File: src/samples.hex
// 64 sample words, one 64-bit hex word each, two per line, index 0 first.
// every byte pair holds the index so the 16-bit lane swap is visible.
00A100B200C300D4 01A101B201C301D4
02A102B202C302D4 03A103B203C303D4
04A104B204C304D4 05A105B205C305D4
06A106B206C306D4 07A107B207C307D4
08A108B208C308D4 09A109B209C309D4
0AA10AB20AC30AD4 0BA10BB20BC30BD4
0CA10CB20CC30CD4 0DA10DB20DC30DD4
0EA10EB20EC30ED4 0FA10FB20FC30FD4
10A110B210C310D4 11A111B211C311D4
12A112B212C312D4 13A113B213C313D4
14A114B214C314D4 15A115B215C315D4
16A116B216C316D4 17A117B217C317D4
18A118B218C318D4 19A119B219C319D4
1AA11AB21AC31AD4 1BA11BB21BC31BD4
1CA11CB21CC31CD4 1DA11DB21DC31DD4
1EA11EB21EC31ED4 1FA11FB21FC31FD4
20A120B220C320D4 21A121B221C321D4
22A122B222C322D4 23A123B223C323D4
24A124B224C324D4 25A125B225C325D4
26A126B226C326D4 27A127B227C327D4
28A128B228C328D4 29A129B229C329D4
2AA12AB22AC32AD4 2BA12BB22BC32BD4
2CA12CB22CC32CD4 2DA12DB22DC32DD4
2EA12EB22EC32ED4 2FA12FB22FC32FD4
30A130B230C330D4 31A131B231C331D4
32A132B232C332D4 33A133B233C333D4
34A134B234C334D4 35A135B235C335D4
36A136B236C336D4 37A137B237C337D4
38A138B238C338D4 39A139B239C339D4
3AA13AB23AC33AD4 3BA13BB23BC33BD4
3CA13CB23CC33CD4 3DA13DB23DC33DD4
3EA13EB23EC33ED4 3FA13FB23FC33FD4

File: src/hdl/pkt_src_pkg.sv
/*
 * shared widths, setting addresses and types for the packet source.
 * payload lengths above MAX_LEN words are not supported by the gate.
 */
package pkt_src_pkg;

   // ~~~~~~~~~~~~~~~~~~~~~~~~~~~~~~~~~~~~~~~~~~~~~~~~~~
   // sizes.
   // ~~~~~~~~~~~~~~~~~~~~~~~~~~~~~~~~~~~~~~~~~~~~~~~~~~
   localparam int DATA_W     = 64;   // one stream word.
   localparam int ROM_DEPTH  = 64;
   localparam int ROM_AW     = 6;
   localparam int GATE_DEPTH = 64;
   localparam int GATE_AW    = 6;
   localparam int MAX_LEN    = 62;   // header plus payload must fit the gate.

   // setting bus addresses.
   localparam logic [7:0] ADDR_SID  = 8'd0;
   localparam logic [7:0] ADDR_LEN  = 8'd1;
   localparam logic [7:0] ADDR_RATE = 8'd2;

   localparam string ROM_FILE = "/design/src/samples.hex";

   // ~~~~~~~~~~~~~~~~~~~~~~~~~~~~~~~~~~~~~~~~~~~~~~~~~~
   // vector types.
   // ~~~~~~~~~~~~~~~~~~~~~~~~~~~~~~~~~~~~~~~~~~~~~~~~~~
   typedef logic [7:0]        set_addr_t;
   typedef logic [31:0]       set_data_t;
   typedef logic [31:0]       sid_t;
   typedef logic [15:0]       len_t;      // payload length in words.
   typedef logic [15:0]       rate_t;
   typedef logic [11:0]       seqnum_t;
   typedef logic [DATA_W-1:0] word_t;
   typedef logic [ROM_AW-1:0] rom_addr_t;

   // source FSM states.
   typedef enum logic [1:0] {
      ST_IDLE = 2'd0,
      ST_HEAD = 2'd1,
      ST_DATA = 2'd2
   } src_state_t;

   // setting bus, one write per strobe.
   typedef struct packed {
      logic      stb;
      set_addr_t addr;
      set_data_t data;
   } set_bus_t;

   // stream payload; tvalid and tready run as separate wires.
   typedef struct packed {
      word_t tdata;
      logic  tlast;
   } stream_t;

endpackage
File: src/hdl/axi_packet_gate.sv
/*
 * store-and-forward buffer that releases a packet only once its last word is in.
 * a packet longer than GATE_DEPTH words stalls the input for good.
 */
`timescale 1ns/1ps

module axi_packet_gate
   import pkt_src_pkg::*;
(
   input  logic    clk,
   input  logic    reset,
   input  stream_t i_stream,
   input  logic    i_tvalid,
   output logic    o_tready,
   output stream_t o_stream,
   output logic    o_tvalid,
   input  logic    i_tready
);

   stream_t            mem [GATE_DEPTH];   // words with their tlast bits.
   logic [GATE_AW-1:0] wr_ptr;
   logic [GATE_AW-1:0] rd_ptr;
   logic [GATE_AW:0]   fill;               // words held, 0 to GATE_DEPTH.
   logic [GATE_AW:0]   pkt_cnt;            // whole packets held.
   logic               wr_en;
   logic               rd_en;
   logic               wr_commit;
   logic               rd_done;

   assign wr_en     = i_tvalid && o_tready;
   assign rd_en     = o_tvalid && i_tready;
   assign wr_commit = wr_en && i_stream.tlast;
   assign rd_done   = rd_en && o_stream.tlast;

   // ~~~~~~~~~~~~~~~~~~~~~~~~~~~~~~~~~~~~~~~~~~~~~~~~~~
   // circular store.
   // ~~~~~~~~~~~~~~~~~~~~~~~~~~~~~~~~~~~~~~~~~~~~~~~~~~
   always_ff @(posedge clk)
   begin
      if (wr_en)
         mem[wr_ptr] <= i_stream;
   end

   always_ff @(posedge clk)
   begin
      if (reset)
      begin
         wr_ptr <= '0;
         rd_ptr <= '0;
      end
      else
      begin
         if (wr_en)
            wr_ptr <= wr_ptr + 1'b1;   // pointers wrap on their own.
         if (rd_en)
            rd_ptr <= rd_ptr + 1'b1;
      end
   end

   // occupancy.
   always_ff @(posedge clk)
   begin
      if (reset)
         fill <= '0;
      else
      begin
         case ({wr_en, rd_en})
            2'b10:   fill <= fill + 1'b1;
            2'b01:   fill <= fill - 1'b1;
            default: fill <= fill;
         endcase
      end
   end

   // committed packets, up on a stored tlast and down on a sent one.
   always_ff @(posedge clk)
   begin
      if (reset)
         pkt_cnt <= '0;
      else
      begin
         case ({wr_commit, rd_done})
            2'b10:   pkt_cnt <= pkt_cnt + 1'b1;
            2'b01:   pkt_cnt <= pkt_cnt - 1'b1;
            default: pkt_cnt <= pkt_cnt;
         endcase
      end
   end

   assign o_tready = (fill != (GATE_AW+1)'(GATE_DEPTH));
   assign o_tvalid = (pkt_cnt != '0);
   assign o_stream = mem[rd_ptr];   // head word stays put until it is taken.

endmodule

File: config.mk
export PLATFORM = sky130hd
export DESIGN_NAME = axi_packet_gate
export DESIGN_NICKNAME = d
export VERILOG_FILES = /design/src/hdl/pkt_src_pkg.sv /design/src/hdl/axi_packet_gate.sv
export SDC_FILE = /design/constraint.sdc
export NUM_CORES = 2
export LEC_CHECK = 0
export ABC_CLOCK_PERIOD_IN_PS = 13750
export CELL_PAD_IN_SITES_DETAIL_PLACEMENT = 1
export CELL_PAD_IN_SITES_GLOBAL_PLACEMENT = 1
export CORE_MARGIN = 3
export CORE_UTILIZATION = 40
export CTS_CLUSTER_SIZE = 8
export DETAILED_ROUTE_END_ITERATION = 10
export DONT_BUFFER_PORTS = 1
export PLACE_DENSITY_LB_ADDON = 0.1
export SLEW_MARGIN = 25
export SYNTH_ARGS = -nofsm -noshare
export SYNTH_HDL_FRONTEND = slang
export SYNTH_MEMORY_MAX_BITS = 65536
export SYNTH_SLANG_ARGS = --single-unit
File: constraint.sdc
create_clock -name clk -period 13.75 [get_ports clk]
set_input_delay 1.375 -clock clk [delete_from_list [all_inputs] [get_ports clk]]
set_output_delay 1.375 -clock clk [all_outputs]
set_load 0.01 [all_outputs]
==> run summary <==
ROUTE
--------------------------------------------------------------------------------------------------
Count of vias placed by the detailed router                                                  77500
Ratio of routed vias to standard cells                                                        6.13
Number of design rule violations left after detail routing                                       0
Count of antenna-violating nets left after detailed routing                                      0
Average wire length per cell after detail routing                                          37.9 um
Number of DRC markers after the initial detailed-route iteration                              8880
First-pass iteration count of the detailed router                                                5
Total Wirelength                                                                         479000 um

LOGIC SYNTHESIS
--------------------------------------------------------------------------------------------------
Cell count after synthesis                                                                    6874
Warnings from Yosys                                                                              0
Most numerous cell in the Yosys netlist                                               sky130_fd_sc_hd__edfxtp_1
Area leader, netlist                                                                  sky130_fd_sc_hd__edfxtp_1
Top cells by count, synth                                                             sky130_fd_sc_hd__edfxtp_1, sky130_fd_sc_hd__mux4_2, sky130_fd_sc_hd__a22oi_1
Async set-or-reset flop fraction in the synthesized netlist                                     0%
Proportion of netlist area held by the largest area contributor                              78.8%
Number of flops mapped to enable cells by yosys                                               4160
Post-Syn Nets                                                                                 6959
Sequential-to-total area share from yosys stat                                               79.2%
Ys flop type                                                                          sky130_fd_sc_hd__edfxtp_1
Count of unique library cells instantiated by Yosys                                             60
Post-Synthesis Mean Instance Area                                                         23.1 um2
Number of flip-flops and latches in the synthesized netlist                                   4192
Mapped Area                                                                             159000 um2
Cells taking the most area after synthesis                                            sky130_fd_sc_hd__edfxtp_1, sky130_fd_sc_hd__mux4_2, sky130_fd_sc_hd__a22oi_1, sky130_fd_sc_hd__a22o_1, sky130_fd_sc_hd__mux2i_1

SETUP PATH
--------------------------------------------------------------------------------------------------
Required time worst endpoint                                                              12.38 ns
Type of the worst setup path                                                          flip-flop to primary output
Longest individual stage delay on the worst path                                           0.78 ns
Critical-path top delay cell                                                          sky130_fd_sc_hd__buf_4
Internal reg-to-reg setup slack                                                            8.60 ns
Chain of cells forming the critical path                                              buf_12, buf_4, buf_4, buf_4, mux4_2, a22o_1, o21ai_1, o21ai_1, and3_1
Critical path launch point type                                                          flip-flop
Crit path capture type                                                                primary output
Maximum net fanout on the critical path                                                         81
Crit path arrival time                                                                     5.98 ns
Library cell appearing most often on the critical path                                sky130_fd_sc_hd__buf_4
CP Buf/Inv Count                                                                                 4
CP top delay family                                                                   buffers and inverters

GLOBAL ROUTING
--------------------------------------------------------------------------------------------------
Vias in the first global route                                                               82800
Antenna violations before repair                                                                25
Global-route congestion overflow total                                                           0
Combined global-route utilization of all metal layers                                        23.5%
Pin count of the biggest net entering global routing                                           132
Global-route wire length before repair                                                   668000 um

STA
--------------------------------------------------------------------------------------------------
Tightest slew margin relative to the limit                                                   22.8%
Final worst path period share                                                                53.5%
Largest clock skew in the final design                                                   0.0429 ns
Fin Setup TNS                                                                                 0 ns
Final-report setup violation count                                                               0
Hold Violations, Final                                                                           0
Slew at the pin closest to its max-slew limit                                              1.16 ns
Tmin final                                                                                 7.36 ns
Fmax                                                                                       136 MHz
Final Slew Violations                                                                            0
Setup repair after global routing missed its margin                                             no

POWER AND IR DROP
--------------------------------------------------------------------------------------------------
Power density relative to cell area                                                     162 nW/um2
Peak ir drop on the vdd network                                                         0.000117 V
Static leakage                                                                           0.0549 uW

CLOCK TREE
--------------------------------------------------------------------------------------------------
Post-CTS setup buffers                                                                           0
Skew-Pair Late Insertion Delay                                                             1.02 ns
CTS tree                                                                                      done
Clock transition time at the flip-flop clock pins of the worst setup and hold paths        0.05 ns
Clock buffers created by TritonCTS                                                             595
Total of hold buffers inserted after clock tree synthesis                                        0
Number of levels the H-tree was split into                                                       6
Resized cells post-CTS                                                                           0
Number of buffers between clock root and the deepest sink                                        4
CTS Root Buffer Type                                                                  sky130_fd_sc_hd__clkbuf_16
Number of sinks driven by the clock tree                                                      4192

DIE
--------------------------------------------------------------------------------------------------
Horizontal die dimension                                                                    636 um
Overall die height                                                                          636 um
Initial standard-cell utilization of the core                                                40.3%
Floorplan die area                                                                      404000 um2
Std-Cell Core Area                                                                      394000 um2
Number of top-level pins                                                                       136
Number of standard-cell rows in the floorplan                                                  230

LAYOUT
--------------------------------------------------------------------------------------------------
Share of layout cells above drive strength 1                                                 26.7%
Final instance count without filler cells                                                    12600
Fin nets                                                                                      7399
Final core occ                                                                               46.2%
Relative area change from synthesis to final layout                                          14.7%

PLACEMENT
--------------------------------------------------------------------------------------------------
Gpl congestion                                                                               0.746
Detailed placement HPWL                                                                  257000 um
Count of buffers inserted at the top-level ports                                                 0
Dpl cells                                                                                    11900

RUN
--------------------------------------------------------------------------------------------------
Count of maximum capacitance violations                                                          0

HOLD PATH
--------------------------------------------------------------------------------------------------
Kind of path behind the tightest hold check                                           input port to flip-flop

RUN STATUS
--------------------------------------------------------------------------------------------------
Outcome                                                                                  completed

## final cells by class
type / count / area [um2]
diodes: 5 / 12.5
clock buffers: 642 / 15300
clock inverters: 56 / 816
fillers: 34800 / 212000
inverters: 10 / 37.5
multi-input cells: 2274 / 31600
flip-flops and latches: 4192 / 126000
well taps: 5220 / 6530
repair buffers: 241 / 2080
## worst reg2reg max path: stages (launching register included)
cell,delay [ns]
sky130_fd_sc_hd__dfxtp_4,0.70
sky130_fd_sc_hd__buf_4,0.65
sky130_fd_sc_hd__buf_12,0.57
sky130_fd_sc_hd__mux4_2,0.39
sky130_fd_sc_hd__o22ai_1,0.10
sky130_fd_sc_hd__nor4_1,0.38
sky130_fd_sc_hd__nand2_1,0.21
sky130_fd_sc_hd__a21boi_1,0.23
sky130_fd_sc_hd__ha_1,0.38
sky130_fd_sc_hd__ha_1,0.33
sky130_fd_sc_hd__nor2b_1,0.14
sky130_fd_sc_hd__o21a_1,0.20
sky130_fd_sc_hd__o21a_1,0.19
sky130_fd_sc_hd__o211ai_1,0.22
sky130_fd_sc_hd__mux2_2,0.35
## stage by stage
| step | hold slack (ns) | area [um2] | total power (uW) | setup WS [ns] |
|---|---|---|---|---|
| finish | 0.437 | 182000 | 29500 | 6.39 |
| global route | 0.382 | 182000 | 30500 | 5.87 |
| CTS | 0.334 | 182000 | 29900 | 6.07 |
| detailed placement | 0.470 | 166000 | 16800 | 7.20 |
| global placement | 0.466 | 166000 | 16800 | 7.20 |
| floorplan | 0.458 | 159000 | 16200 | 8.12 |
## cells by family (layout without fill, tap and decap cells)
| group | after synthesis | count (layout) | share of synthesized area (%) |
|---|---|---|---|
| flip-flops | 4192 | 4192 | 79.2 |
| AND/OR/NAND/NOR | 413 | 413 | 1.30 |
| AO/OA/AOI/OAI | 737 | 737 | 3.34 |
| multiplexers | 1092 | 1092 | 14.7 |
| other | 0 | 5 | 0 |
| buffers and inverters | 408 | 949 | 1.23 |
| XOR/XNOR | 16 | 16 | 0.0884 |
| adder cells (fa/ha/maj) | 16 | 16 | 0.136 |
## report_power, final
group          internal [uW]  total (uW)  leakage, uW  switching (uW)
clock                   7800       13000      0.00786            5240
combinational           1030        2250      0.00937            1220
sequential             14200       14200       0.0377            51.8
## metal layers
layer	vias up	part of all wire, %	GRT usage [%]
met4	0	3.2	7.32
met3	723	6.2	3.84
met1	43700	42	32.6
met5	-	0	0
li1	30300	-	-
met2	2734	49	38.2
## sequential cells by signal, summed over array words and instances, names as in the netlist, named ones only
name,flops
mem,4160
fill,7
pkt_cnt,7
rd_ptr,6
wr_ptr,6
## layout by cell type (no fill, tap or decap), types with 38 or more instances in the layout
| master | n |
|---|---|
| sky130_fd_sc_hd__o211ai_1 | 52 |
| sky130_fd_sc_hd__mux4_2 | 989 |
| sky130_fd_sc_hd__clkbuf_1 | 38 |
| sky130_fd_sc_hd__buf_4 | 218 |
| sky130_fd_sc_hd__o21ai_0 | 50 |
| sky130_fd_sc_hd__o21ai_1 | 75 |
| sky130_fd_sc_hd__nand3_1 | 135 |
| sky130_fd_sc_hd__a22oi_1 | 303 |
| sky130_fd_sc_hd__a22o_1 | 128 |
| sky130_fd_sc_hd__mux2i_1 | 102 |
| sky130_fd_sc_hd__nor2_1 | 44 |
| sky130_fd_sc_hd__and3_1 | 49 |
| sky130_fd_sc_hd__nor2_4 | 67 |
| sky130_fd_sc_hd__edfxtp_1 | 4160 |
| sky130_fd_sc_hd__clkbuf_16 | 604 |
| sky130_fd_sc_hd__nand2_1 | 52 |
| sky130_fd_sc_hd__o22ai_1 | 55 |
## final timing paths
kind,cells past startpoint,startpoint,to
min,1,reset,pkt_cnt[0]$_SDFFE_PP0P_
max reg2reg,14,flip-flop,pkt_cnt[6]$_SDFFE_PP0P_
max,9,flip-flop,o_stream[6]
min reg2reg,2,pkt_cnt[2]$_SDFFE_PP0P_,pkt_cnt[2]$_SDFFE_PP0P_
No activity file was read; power rests on OpenSTA's default activity.
