File: config.mk
export PLATFORM = sky130hd
export DESIGN_NAME = file_source
export DESIGN_NICKNAME = d
export VERILOG_FILES = /design/src/hdl/pkt_src_pkg.sv /design/src/hdl/file_source.sv /design/src/hdl/sample_rom.sv /design/src/hdl/setting_reg.sv
export SDC_FILE = /design/constraint.sdc
export NUM_CORES = 1
export LEC_CHECK = 0
export BUFFER_PORTS_ARGS = -buffer_cell sky130_fd_sc_hd__clkbuf_2
export CORE_MARGIN = 4
export CORE_UTILIZATION = 55
export CTS_CLUSTER_SIZE = 30
export DETAILED_ROUTE_END_ITERATION = 16
export GPL_ROUTABILITY_DRIVEN = 0
export GPL_TIMING_DRIVEN = 1
export PLACE_DENSITY = 0.86
export SETUP_SLACK_MARGIN = 0.15
export SYNTH_ARGS = -nofsm -noshare
export SYNTH_HDL_FRONTEND = slang
export SYNTH_SLANG_ARGS = --single-unit
File: constraint.sdc
create_clock -name clk -period 3.3 [get_ports clk]
set_input_delay 0.825 -clock clk [delete_from_list [all_inputs] [get_ports clk]]
set_output_delay 0.825 -clock clk [all_outputs]
set_load 0.005 [all_outputs]
File: src/samples.hex
// 64 sample words, one 64-bit hex word each, two per line, index 0 first.
// every byte pair holds the index so the 16-bit lane swap is visible.
00A100B200C300D4 01A101B201C301D4
02A102B202C302D4 03A103B203C303D4
04A104B204C304D4 05A105B205C305D4
06A106B206C306D4 07A107B207C307D4
08A108B208C308D4 09A109B209C309D4
0AA10AB20AC30AD4 0BA10BB20BC30BD4
0CA10CB20CC30CD4 0DA10DB20DC30DD4
0EA10EB20EC30ED4 0FA10FB20FC30FD4
10A110B210C310D4 11A111B211C311D4
12A112B212C312D4 13A113B213C313D4
14A114B214C314D4 15A115B215C315D4
16A116B216C316D4 17A117B217C317D4
18A118B218C318D4 19A119B219C319D4
1AA11AB21AC31AD4 1BA11BB21BC31BD4
1CA11CB21CC31CD4 1DA11DB21DC31DD4
1EA11EB21EC31ED4 1FA11FB21FC31FD4
20A120B220C320D4 21A121B221C321D4
22A122B222C322D4 23A123B223C323D4
24A124B224C324D4 25A125B225C325D4
26A126B226C326D4 27A127B227C327D4
28A128B228C328D4 29A129B229C329D4
2AA12AB22AC32AD4 2BA12BB22BC32BD4
2CA12CB22CC32CD4 2DA12DB22DC32DD4
2EA12EB22EC32ED4 2FA12FB22FC32FD4
30A130B230C330D4 31A131B231C331D4
32A132B232C332D4 33A133B233C333D4
34A134B234C334D4 35A135B235C335D4
36A136B236C336D4 37A137B237C337D4
38A138B238C338D4 39A139B239C339D4
3AA13AB23AC33AD4 3BA13BB23BC33BD4
3CA13CB23CC33CD4 3DA13DB23DC33DD4
3EA13EB23EC33ED4 3FA13FB23FC33FD4

File: src/hdl/pkt_src_pkg.sv
/*
 * shared widths, setting addresses and types for the packet source.
 * payload lengths above MAX_LEN words are not supported by the gate.
 */
package pkt_src_pkg;

   // ~~~~~~~~~~~~~~~~~~~~~~~~~~~~~~~~~~~~~~~~~~~~~~~~~~
   // sizes.
   // ~~~~~~~~~~~~~~~~~~~~~~~~~~~~~~~~~~~~~~~~~~~~~~~~~~
   localparam int DATA_W     = 64;   // one stream word.
   localparam int ROM_DEPTH  = 64;
   localparam int ROM_AW     = 6;
   localparam int GATE_DEPTH = 64;
   localparam int GATE_AW    = 6;
   localparam int MAX_LEN    = 62;   // header plus payload must fit the gate.

   // setting bus addresses.
   localparam logic [7:0] ADDR_SID  = 8'd0;
   localparam logic [7:0] ADDR_LEN  = 8'd1;
   localparam logic [7:0] ADDR_RATE = 8'd2;

   localparam string ROM_FILE = "/design/src/samples.hex";

   // ~~~~~~~~~~~~~~~~~~~~~~~~~~~~~~~~~~~~~~~~~~~~~~~~~~
   // vector types.
   // ~~~~~~~~~~~~~~~~~~~~~~~~~~~~~~~~~~~~~~~~~~~~~~~~~~
   typedef logic [7:0]        set_addr_t;
   typedef logic [31:0]       set_data_t;
   typedef logic [31:0]       sid_t;
   typedef logic [15:0]       len_t;      // payload length in words.
   typedef logic [15:0]       rate_t;
   typedef logic [11:0]       seqnum_t;
   typedef logic [DATA_W-1:0] word_t;
   typedef logic [ROM_AW-1:0] rom_addr_t;

   // source FSM states.
   typedef enum logic [1:0] {
      ST_IDLE = 2'd0,
      ST_HEAD = 2'd1,
      ST_DATA = 2'd2
   } src_state_t;

   // setting bus, one write per strobe.
   typedef struct packed {
      logic      stb;
      set_addr_t addr;
      set_data_t data;
   } set_bus_t;

   // stream payload; tvalid and tready run as separate wires.
   typedef struct packed {
      word_t tdata;
      logic  tlast;
   } stream_t;

endpackage
File: src/hdl/file_source.sv
/*
 * repeating header plus payload source, running while the length is nonzero.
 * a length write mid-packet takes effect at once; write it only between packets.
 */
`timescale 1ns/1ps

module file_source
   import pkt_src_pkg::*;
(
   input  logic     clk,
   input  logic     reset,
   input  set_bus_t i_set,
   output stream_t  o_stream,
   output logic     o_tvalid,
   input  logic     i_tready
);

   sid_t       sid;
   len_t       len;
   rate_t      rate;
   logic       sid_changed;
   src_state_t state;
   len_t       count;       // payload words sent, 1-based in ST_DATA.
   seqnum_t    seqnum;
   rom_addr_t  index;       // keeps running across packets.
   rate_t      timer;
   len_t       byte_len;
   word_t      sample;
   logic       xfer;

   // ~~~~~~~~~~~~~~~~~~~~~~~~~~~~~~~~~~~~~~~~~~~~~~~~~~
   // setting registers and sample memory.
   // ~~~~~~~~~~~~~~~~~~~~~~~~~~~~~~~~~~~~~~~~~~~~~~~~~~
   setting_reg #(.MY_ADDR(ADDR_SID), .WIDTH(32)) u_sid_reg (
      .clk(clk), .reset(reset), .i_set(i_set),
      .o_value(sid), .o_changed(sid_changed)
   );

   setting_reg #(.MY_ADDR(ADDR_LEN), .WIDTH(16)) u_len_reg (
      .clk(clk), .reset(reset), .i_set(i_set),
      .o_value(len), .o_changed()
   );

   setting_reg #(.MY_ADDR(ADDR_RATE), .WIDTH(16)) u_rate_reg (
      .clk(clk), .reset(reset), .i_set(i_set),
      .o_value(rate), .o_changed()
   );

   sample_rom u_rom (
      .clk(clk), .i_addr(index), .o_sample(sample)
   );

   assign xfer = o_tvalid && i_tready;

   // ~~~~~~~~~~~~~~~~~~~~~~~~~~~~~~~~~~~~~~~~~~~~~~~~~~
   // packet FSM.
   // ~~~~~~~~~~~~~~~~~~~~~~~~~~~~~~~~~~~~~~~~~~~~~~~~~~
   always_ff @(posedge clk)
   begin
      if (reset)
      begin
         state <= ST_IDLE;
         count <= '0;
         index <= '0;
      end
      else
      begin
         case (state)
            ST_IDLE:
               if (len != '0)
                  state <= ST_HEAD;
            ST_HEAD:
               if (xfer)
               begin
                  count <= len_t'(1);
                  state <= ST_DATA;
               end
            ST_DATA:
               if (xfer)
               begin
                  index <= index + 1'b1;   // wraps at the end of the memory.
                  if (count == len)
                  begin
                     state <= ST_IDLE;
                     count <= '0;
                  end
                  else
                     count <= count + 1'b1;
               end
            default:
               state <= ST_IDLE;
         endcase
      end
   end

   // a new stream id restarts numbering.
   always_ff @(posedge clk)
   begin
      if (reset || sid_changed)
         seqnum <= '0;
      else if (state == ST_HEAD && xfer)
         seqnum <= seqnum + 1'b1;
   end

   // rate timer, held at zero while a word waits for ready.
   always_ff @(posedge clk)
   begin
      if (reset)
         timer <= '0;
      else if (timer != '0)
         timer <= timer - 1'b1;
      else if (!(o_tvalid && !i_tready))
         timer <= rate;
   end

   assign byte_len = {len[12:0], 3'b000} + len_t'(8);   // payload plus header, in bytes.

   assign o_stream.tdata = (state == ST_HEAD) ? {4'b0000, seqnum, byte_len, sid} : sample;
   assign o_stream.tlast = (state == ST_DATA) && (count == len);
   assign o_tvalid       = (state == ST_HEAD || state == ST_DATA) && (timer == '0);

endmodule

File: src/hdl/sample_rom.sv
/*
 * sample memory loaded from ROM_FILE at elaboration, read combinationally.
 * bytes inside each 16-bit lane are exchanged to fix the file byte order.
 */
`timescale 1ns/1ps

module sample_rom
   import pkt_src_pkg::*;
(
   input  logic      clk,        // reserved for a registered read.
   input  rom_addr_t i_addr,
   output word_t     o_sample
);

   word_t mem [ROM_DEPTH];
   word_t raw;

   initial
   begin
      $readmemh(ROM_FILE, mem);
   end

   assign raw = mem[i_addr];

   // ~~~~~~~~~~~~~~~~~~~~~~~~~~~~~~~~~~~~~~~~~~~~~~~~~~
   // byte swap per 16-bit lane.
   // ~~~~~~~~~~~~~~~~~~~~~~~~~~~~~~~~~~~~~~~~~~~~~~~~~~
   for (genvar lane = 0; lane < DATA_W / 16; lane++)
   begin : g_lane
      assign o_sample[lane*16+15 -: 8] = raw[lane*16+7 -: 8];
      assign o_sample[lane*16+7 -: 8]  = raw[lane*16+15 -: 8];
   end

endmodule

File: src/hdl/setting_reg.sv
/*
 * one addressed setting register, loaded one cycle after a matching strobe.
 * o_changed pulses in the cycle the new value appears.
 */
`timescale 1ns/1ps

module setting_reg
   import pkt_src_pkg::*;
#(
   parameter set_addr_t MY_ADDR = 8'd0,
   parameter int        WIDTH   = 32
)
(
   input  logic             clk,
   input  logic             reset,
   input  set_bus_t         i_set,
   output logic [WIDTH-1:0] o_value,
   output logic             o_changed
);

   logic hit;

   assign hit = i_set.stb && (i_set.addr == MY_ADDR);   // strobe for this address.

   always_ff @(posedge clk)
   begin
      if (reset)
      begin
         o_value   <= '0;
         o_changed <= 1'b0;
      end
      else
      begin
         o_changed <= hit;
         if (hit)
         begin
            o_value <= i_set.data[WIDTH-1:0];   // low bits only.
         end
      end
   end

endmodule

==> results_dict.tcl <==
set metrics [dict create \
    synth_async_sr_flop_share_pct 0 \
    clock_insertion_delay_worst_skew_ps 380 \
    grt_first_pass_wirelength_mm 21.9 \
    grt-ovfl-total 0 \
    power_frac_comb_pct 23.7 \
    worstSetupPathType "reg -> out" \
    floorplan.initialDensity_pct 57.0 \
    globalRouteTotalUtil_pct 23.4 \
    synth_largest_area_cell "dfxtp_1" \
    cp_data_required_time_ps 2470 \
    power.share.switching_pct 35.1 \
    final.min_clock_period_ps 2870 \
    synth.top_cells.by_area "dfxtp_1 42%, mux2i_1 6.8%, nand2_1 6.7%" \
    worstMarginPinSlew_ps 1120 \
    cts.reportedPaths.clkPinSlew_ps 130 \
    clkPwrFrac_pct 28.2 \
    synthAdderAreaFrac_pct 2.13 \
    synth.top_cell.area_share_pct 42.0 \
    design.die.area_sq_um 11300 \
    critical_path.cell_chain "nor4_4 -> nand3b_1 -> nor4_1 -> and2_1 -> clkbuf_2" \
    synth_edf_count 0 \
    final_antenna_net_count 0 \
    setup.worst_path.end_class "output pin" \
    cts_inserted_buffers 9 \
    grt_antenna_before_repair 0 \
    outcome "finished clean" \
    final-hold-violation-count 0 \
    static-leakage-power_nw 2.65 \
    synth_commonest_cells "111 x dfxtp_1, 94 x nand2_1, 70 x nor2_1" \
    yosys.area_share.xor_xnor_pct 8.11 \
    timing.max_cap.violations 0 \
    power_frac_seq_pct 48.0 \
    combinational_family_with_the_most_area_after_synthesis "simple AND/OR/NAND/NOR gates" \
    synth_most_common_cell "dfxtp_1" \
    placement_rows 35 \
    die_h_um 106 \
    setup_viol 0 \
    insertedDiodeCount 0 \
    rsz0062_at_grt "false" \
    grt_pass1_vias 4616 \
    port_buffers 102 \
    final_max_slew_viol_count 0 \
    fmax_mhz 349 \
    critPathArrivalTime_ps 2040 \
    avgRoutedWirePerCell_um 15.6 \
    ctsHtreeMaxLevel 3 \
    avgViaCountPerCell 5.72 \
    vias 4821 \
    critical_path.slowest_cell "nor4_4" \
    final-seq-area_sq_um 2220 \
    detail_route.drc_violations 0 \
    synth_compound_area_share_pct 10.5 \
    cts_sinks 111 \
    clk_root_buffer_cell "clkbuf_8" \
    cell_internal_pwr_w 0.00199 \
    critPathMaxFanout 8 \
    floorplan.die.width_um 106 \
    hpwl_detailed_mm 9.50 \
    holdBufCountCts 0 \
    skew_ps 25.3 \
    power_density_nw_per_um2 507 \
    cpPeakStageDelay_ps 490 \
    areaGrowthSynthToFinish_pct 14.3 \
    timing.critical_path.buf_inv 1 \
    nNetsFinal 762 \
    clock_tree_from_tritoncts "built" \
    worstHoldPathType "reg -> reg" \
    synth_cell_type_count 48 \
    mean_post_synth_cell_area_sq_um 8.43 \
    detail_route.wirelength_mm 13.1 \
    ios 110 \
    first_pass_iters 5 \
    ir_worst_vdd_uv 351 \
    synth_warnings 0 \
    postSynthCellCount 628 \
    layout.filler_cells 768 \
    synth-main-ff-cell "dfxtp_1" \
    total_power_w 0.00307 \
    mux_contribution_to_synthesized_area_pct 6.81 \
    core_sq_um 9280 \
    clk_path_buf_depth 2 \
    grt_max_degree 74 \
    netSwitchingPower_w 0.00108 \
    yosys.area_share.simple_pct 25.6 \
    drt_first_iter_violations 447 \
    final_layout_size_suffix_gt1_share_pct 18.5 \
    timing.critical_path.max_delay_family "simple AND/OR/NAND/NOR gates" \
    postCtsResizedCells 0 \
    multi_input_comb_area_sq_um 2850 \
    final_cycle_share_pct 86.9 \
    startpoint_type "flop" \
    cts_post_setup_buffers_inserted 0 \
    fin_setup_tns_ps 0 \
    syn_area_sq_um 5290 \
    ys_seq_area_share_pct 42.0 \
    ys_seq_elements 111 \
    maxSlewHeadroom_pct 25.4 \
]
==> stage by stage <==
stage          area, sq um  hold slack [ps]  setup WS [ps]  utilization (%)  instances
3_5_place_dp          5830              448            641             62.8        827
6_report              6050              464            434             65.2        843
4_1_cts               6050              466            415             65.2        843
5_1_grt               6050              482            199             65.2        843
2_1_floorplan         5320              451            726                -        634
3_3_place_gp          5830              441            720             62.8        827
==> flip-flops by register name, summed over array words and instances, names as in the netlist <==
| register | count |
|---|---|
| u_sid_reg.o_value | 32 |
| count | 16 |
| timer | 16 |
| u_len_reg.o_value | 16 |
| u_rate_reg.o_value | 16 |
| seqnum | 12 |
| state | 2 |
| u_sid_reg.o_changed | 1 |
==> kinds of logic after synthesis <==
family	count (synthesis)
AO/OA/AOI/OAI	90
XOR/XNOR	49
adder cells (fa/ha/maj)	9
buffers and inverters	58
flip-flops	111
multiplexers	36
other	1
AND/OR/NAND/NOR	274
==> layout make-up <==
class / instances / share of cell area, %
Clock buffer: 9 / 2.05
Clock inverter: 7 / 1.55
Inverter: 15 / 0.931
Multi-Input combinational cell: 465 / 47.0
Sequential cell: 111 / 36.7
Tap cell: 129 / 2.67
Timing Repair Buffer: 107 / 9.06
==> cell usage in the layout (no fill, tap or decap), drive strengths merged, types with 11 or more instances in the layout <==
master / Yosys / routed
a211oi: 11 / 11
a21oi: 45 / 45
clkbuf: 32 / 111
dfxtp: 111 / 111
inv: 14 / 19
mux2i: 36 / 36
nand2: 94 / 94
nand3: 15 / 15
nand4: 18 / 18
nor2: 70 / 70
nor4: 22 / 22
o21ai: 12 / 12
xnor2: 26 / 26
xor2: 23 / 23
==> power groups by stage <==
stage	clock network, W	registers [W]	logic [W]
6_report	0.000865	0.00147	0.000729
5_1_grt	0.000932	0.00148	0.000805
4_1_cts	0.000873	0.00147	0.000718
3_5_place_dp	0	0.00150	0.000713
3_3_place_gp	0	0.00149	0.000682
2_1_floorplan	0	0.00148	0.000544
==> final timing paths <==
| path | endpoint | cells after the start | startpoint | slack (ps) |
|---|---|---|---|---|
| hold reg to reg | u_sid_reg.o_value[19] | 2 | u_sid_reg.o_value[19] | 460 |
| hold / removal | u_sid_reg.o_value[19] | 2 | u_sid_reg.o_value[19] | 460 |
| setup / recovery | o_tvalid | 5 | timer[6] | 430 |
| setup reg to reg | timer[12] | 5 | timer[6] | 720 |
==> worst register-to-register path: stages, from the launching register on <==
cell	delay (ps)
dfxtp_1	410
nor4_4	490
and3_1	440
nand4_1	490
nand2_1	500
a211oi_1	80
==> metal layers <==
metal  global-route usage [%]  wire length [um]  vias to the layer above
met3                     5.83              1060                       26
met1                     30.2              5540                     2237
met2                     39.0              6280                      220
met4                     6.48               233                        0
li1                         -                 -                     2338
met5                        0                 0                        -
Note: power is estimated with default switching activity, not from simulation.
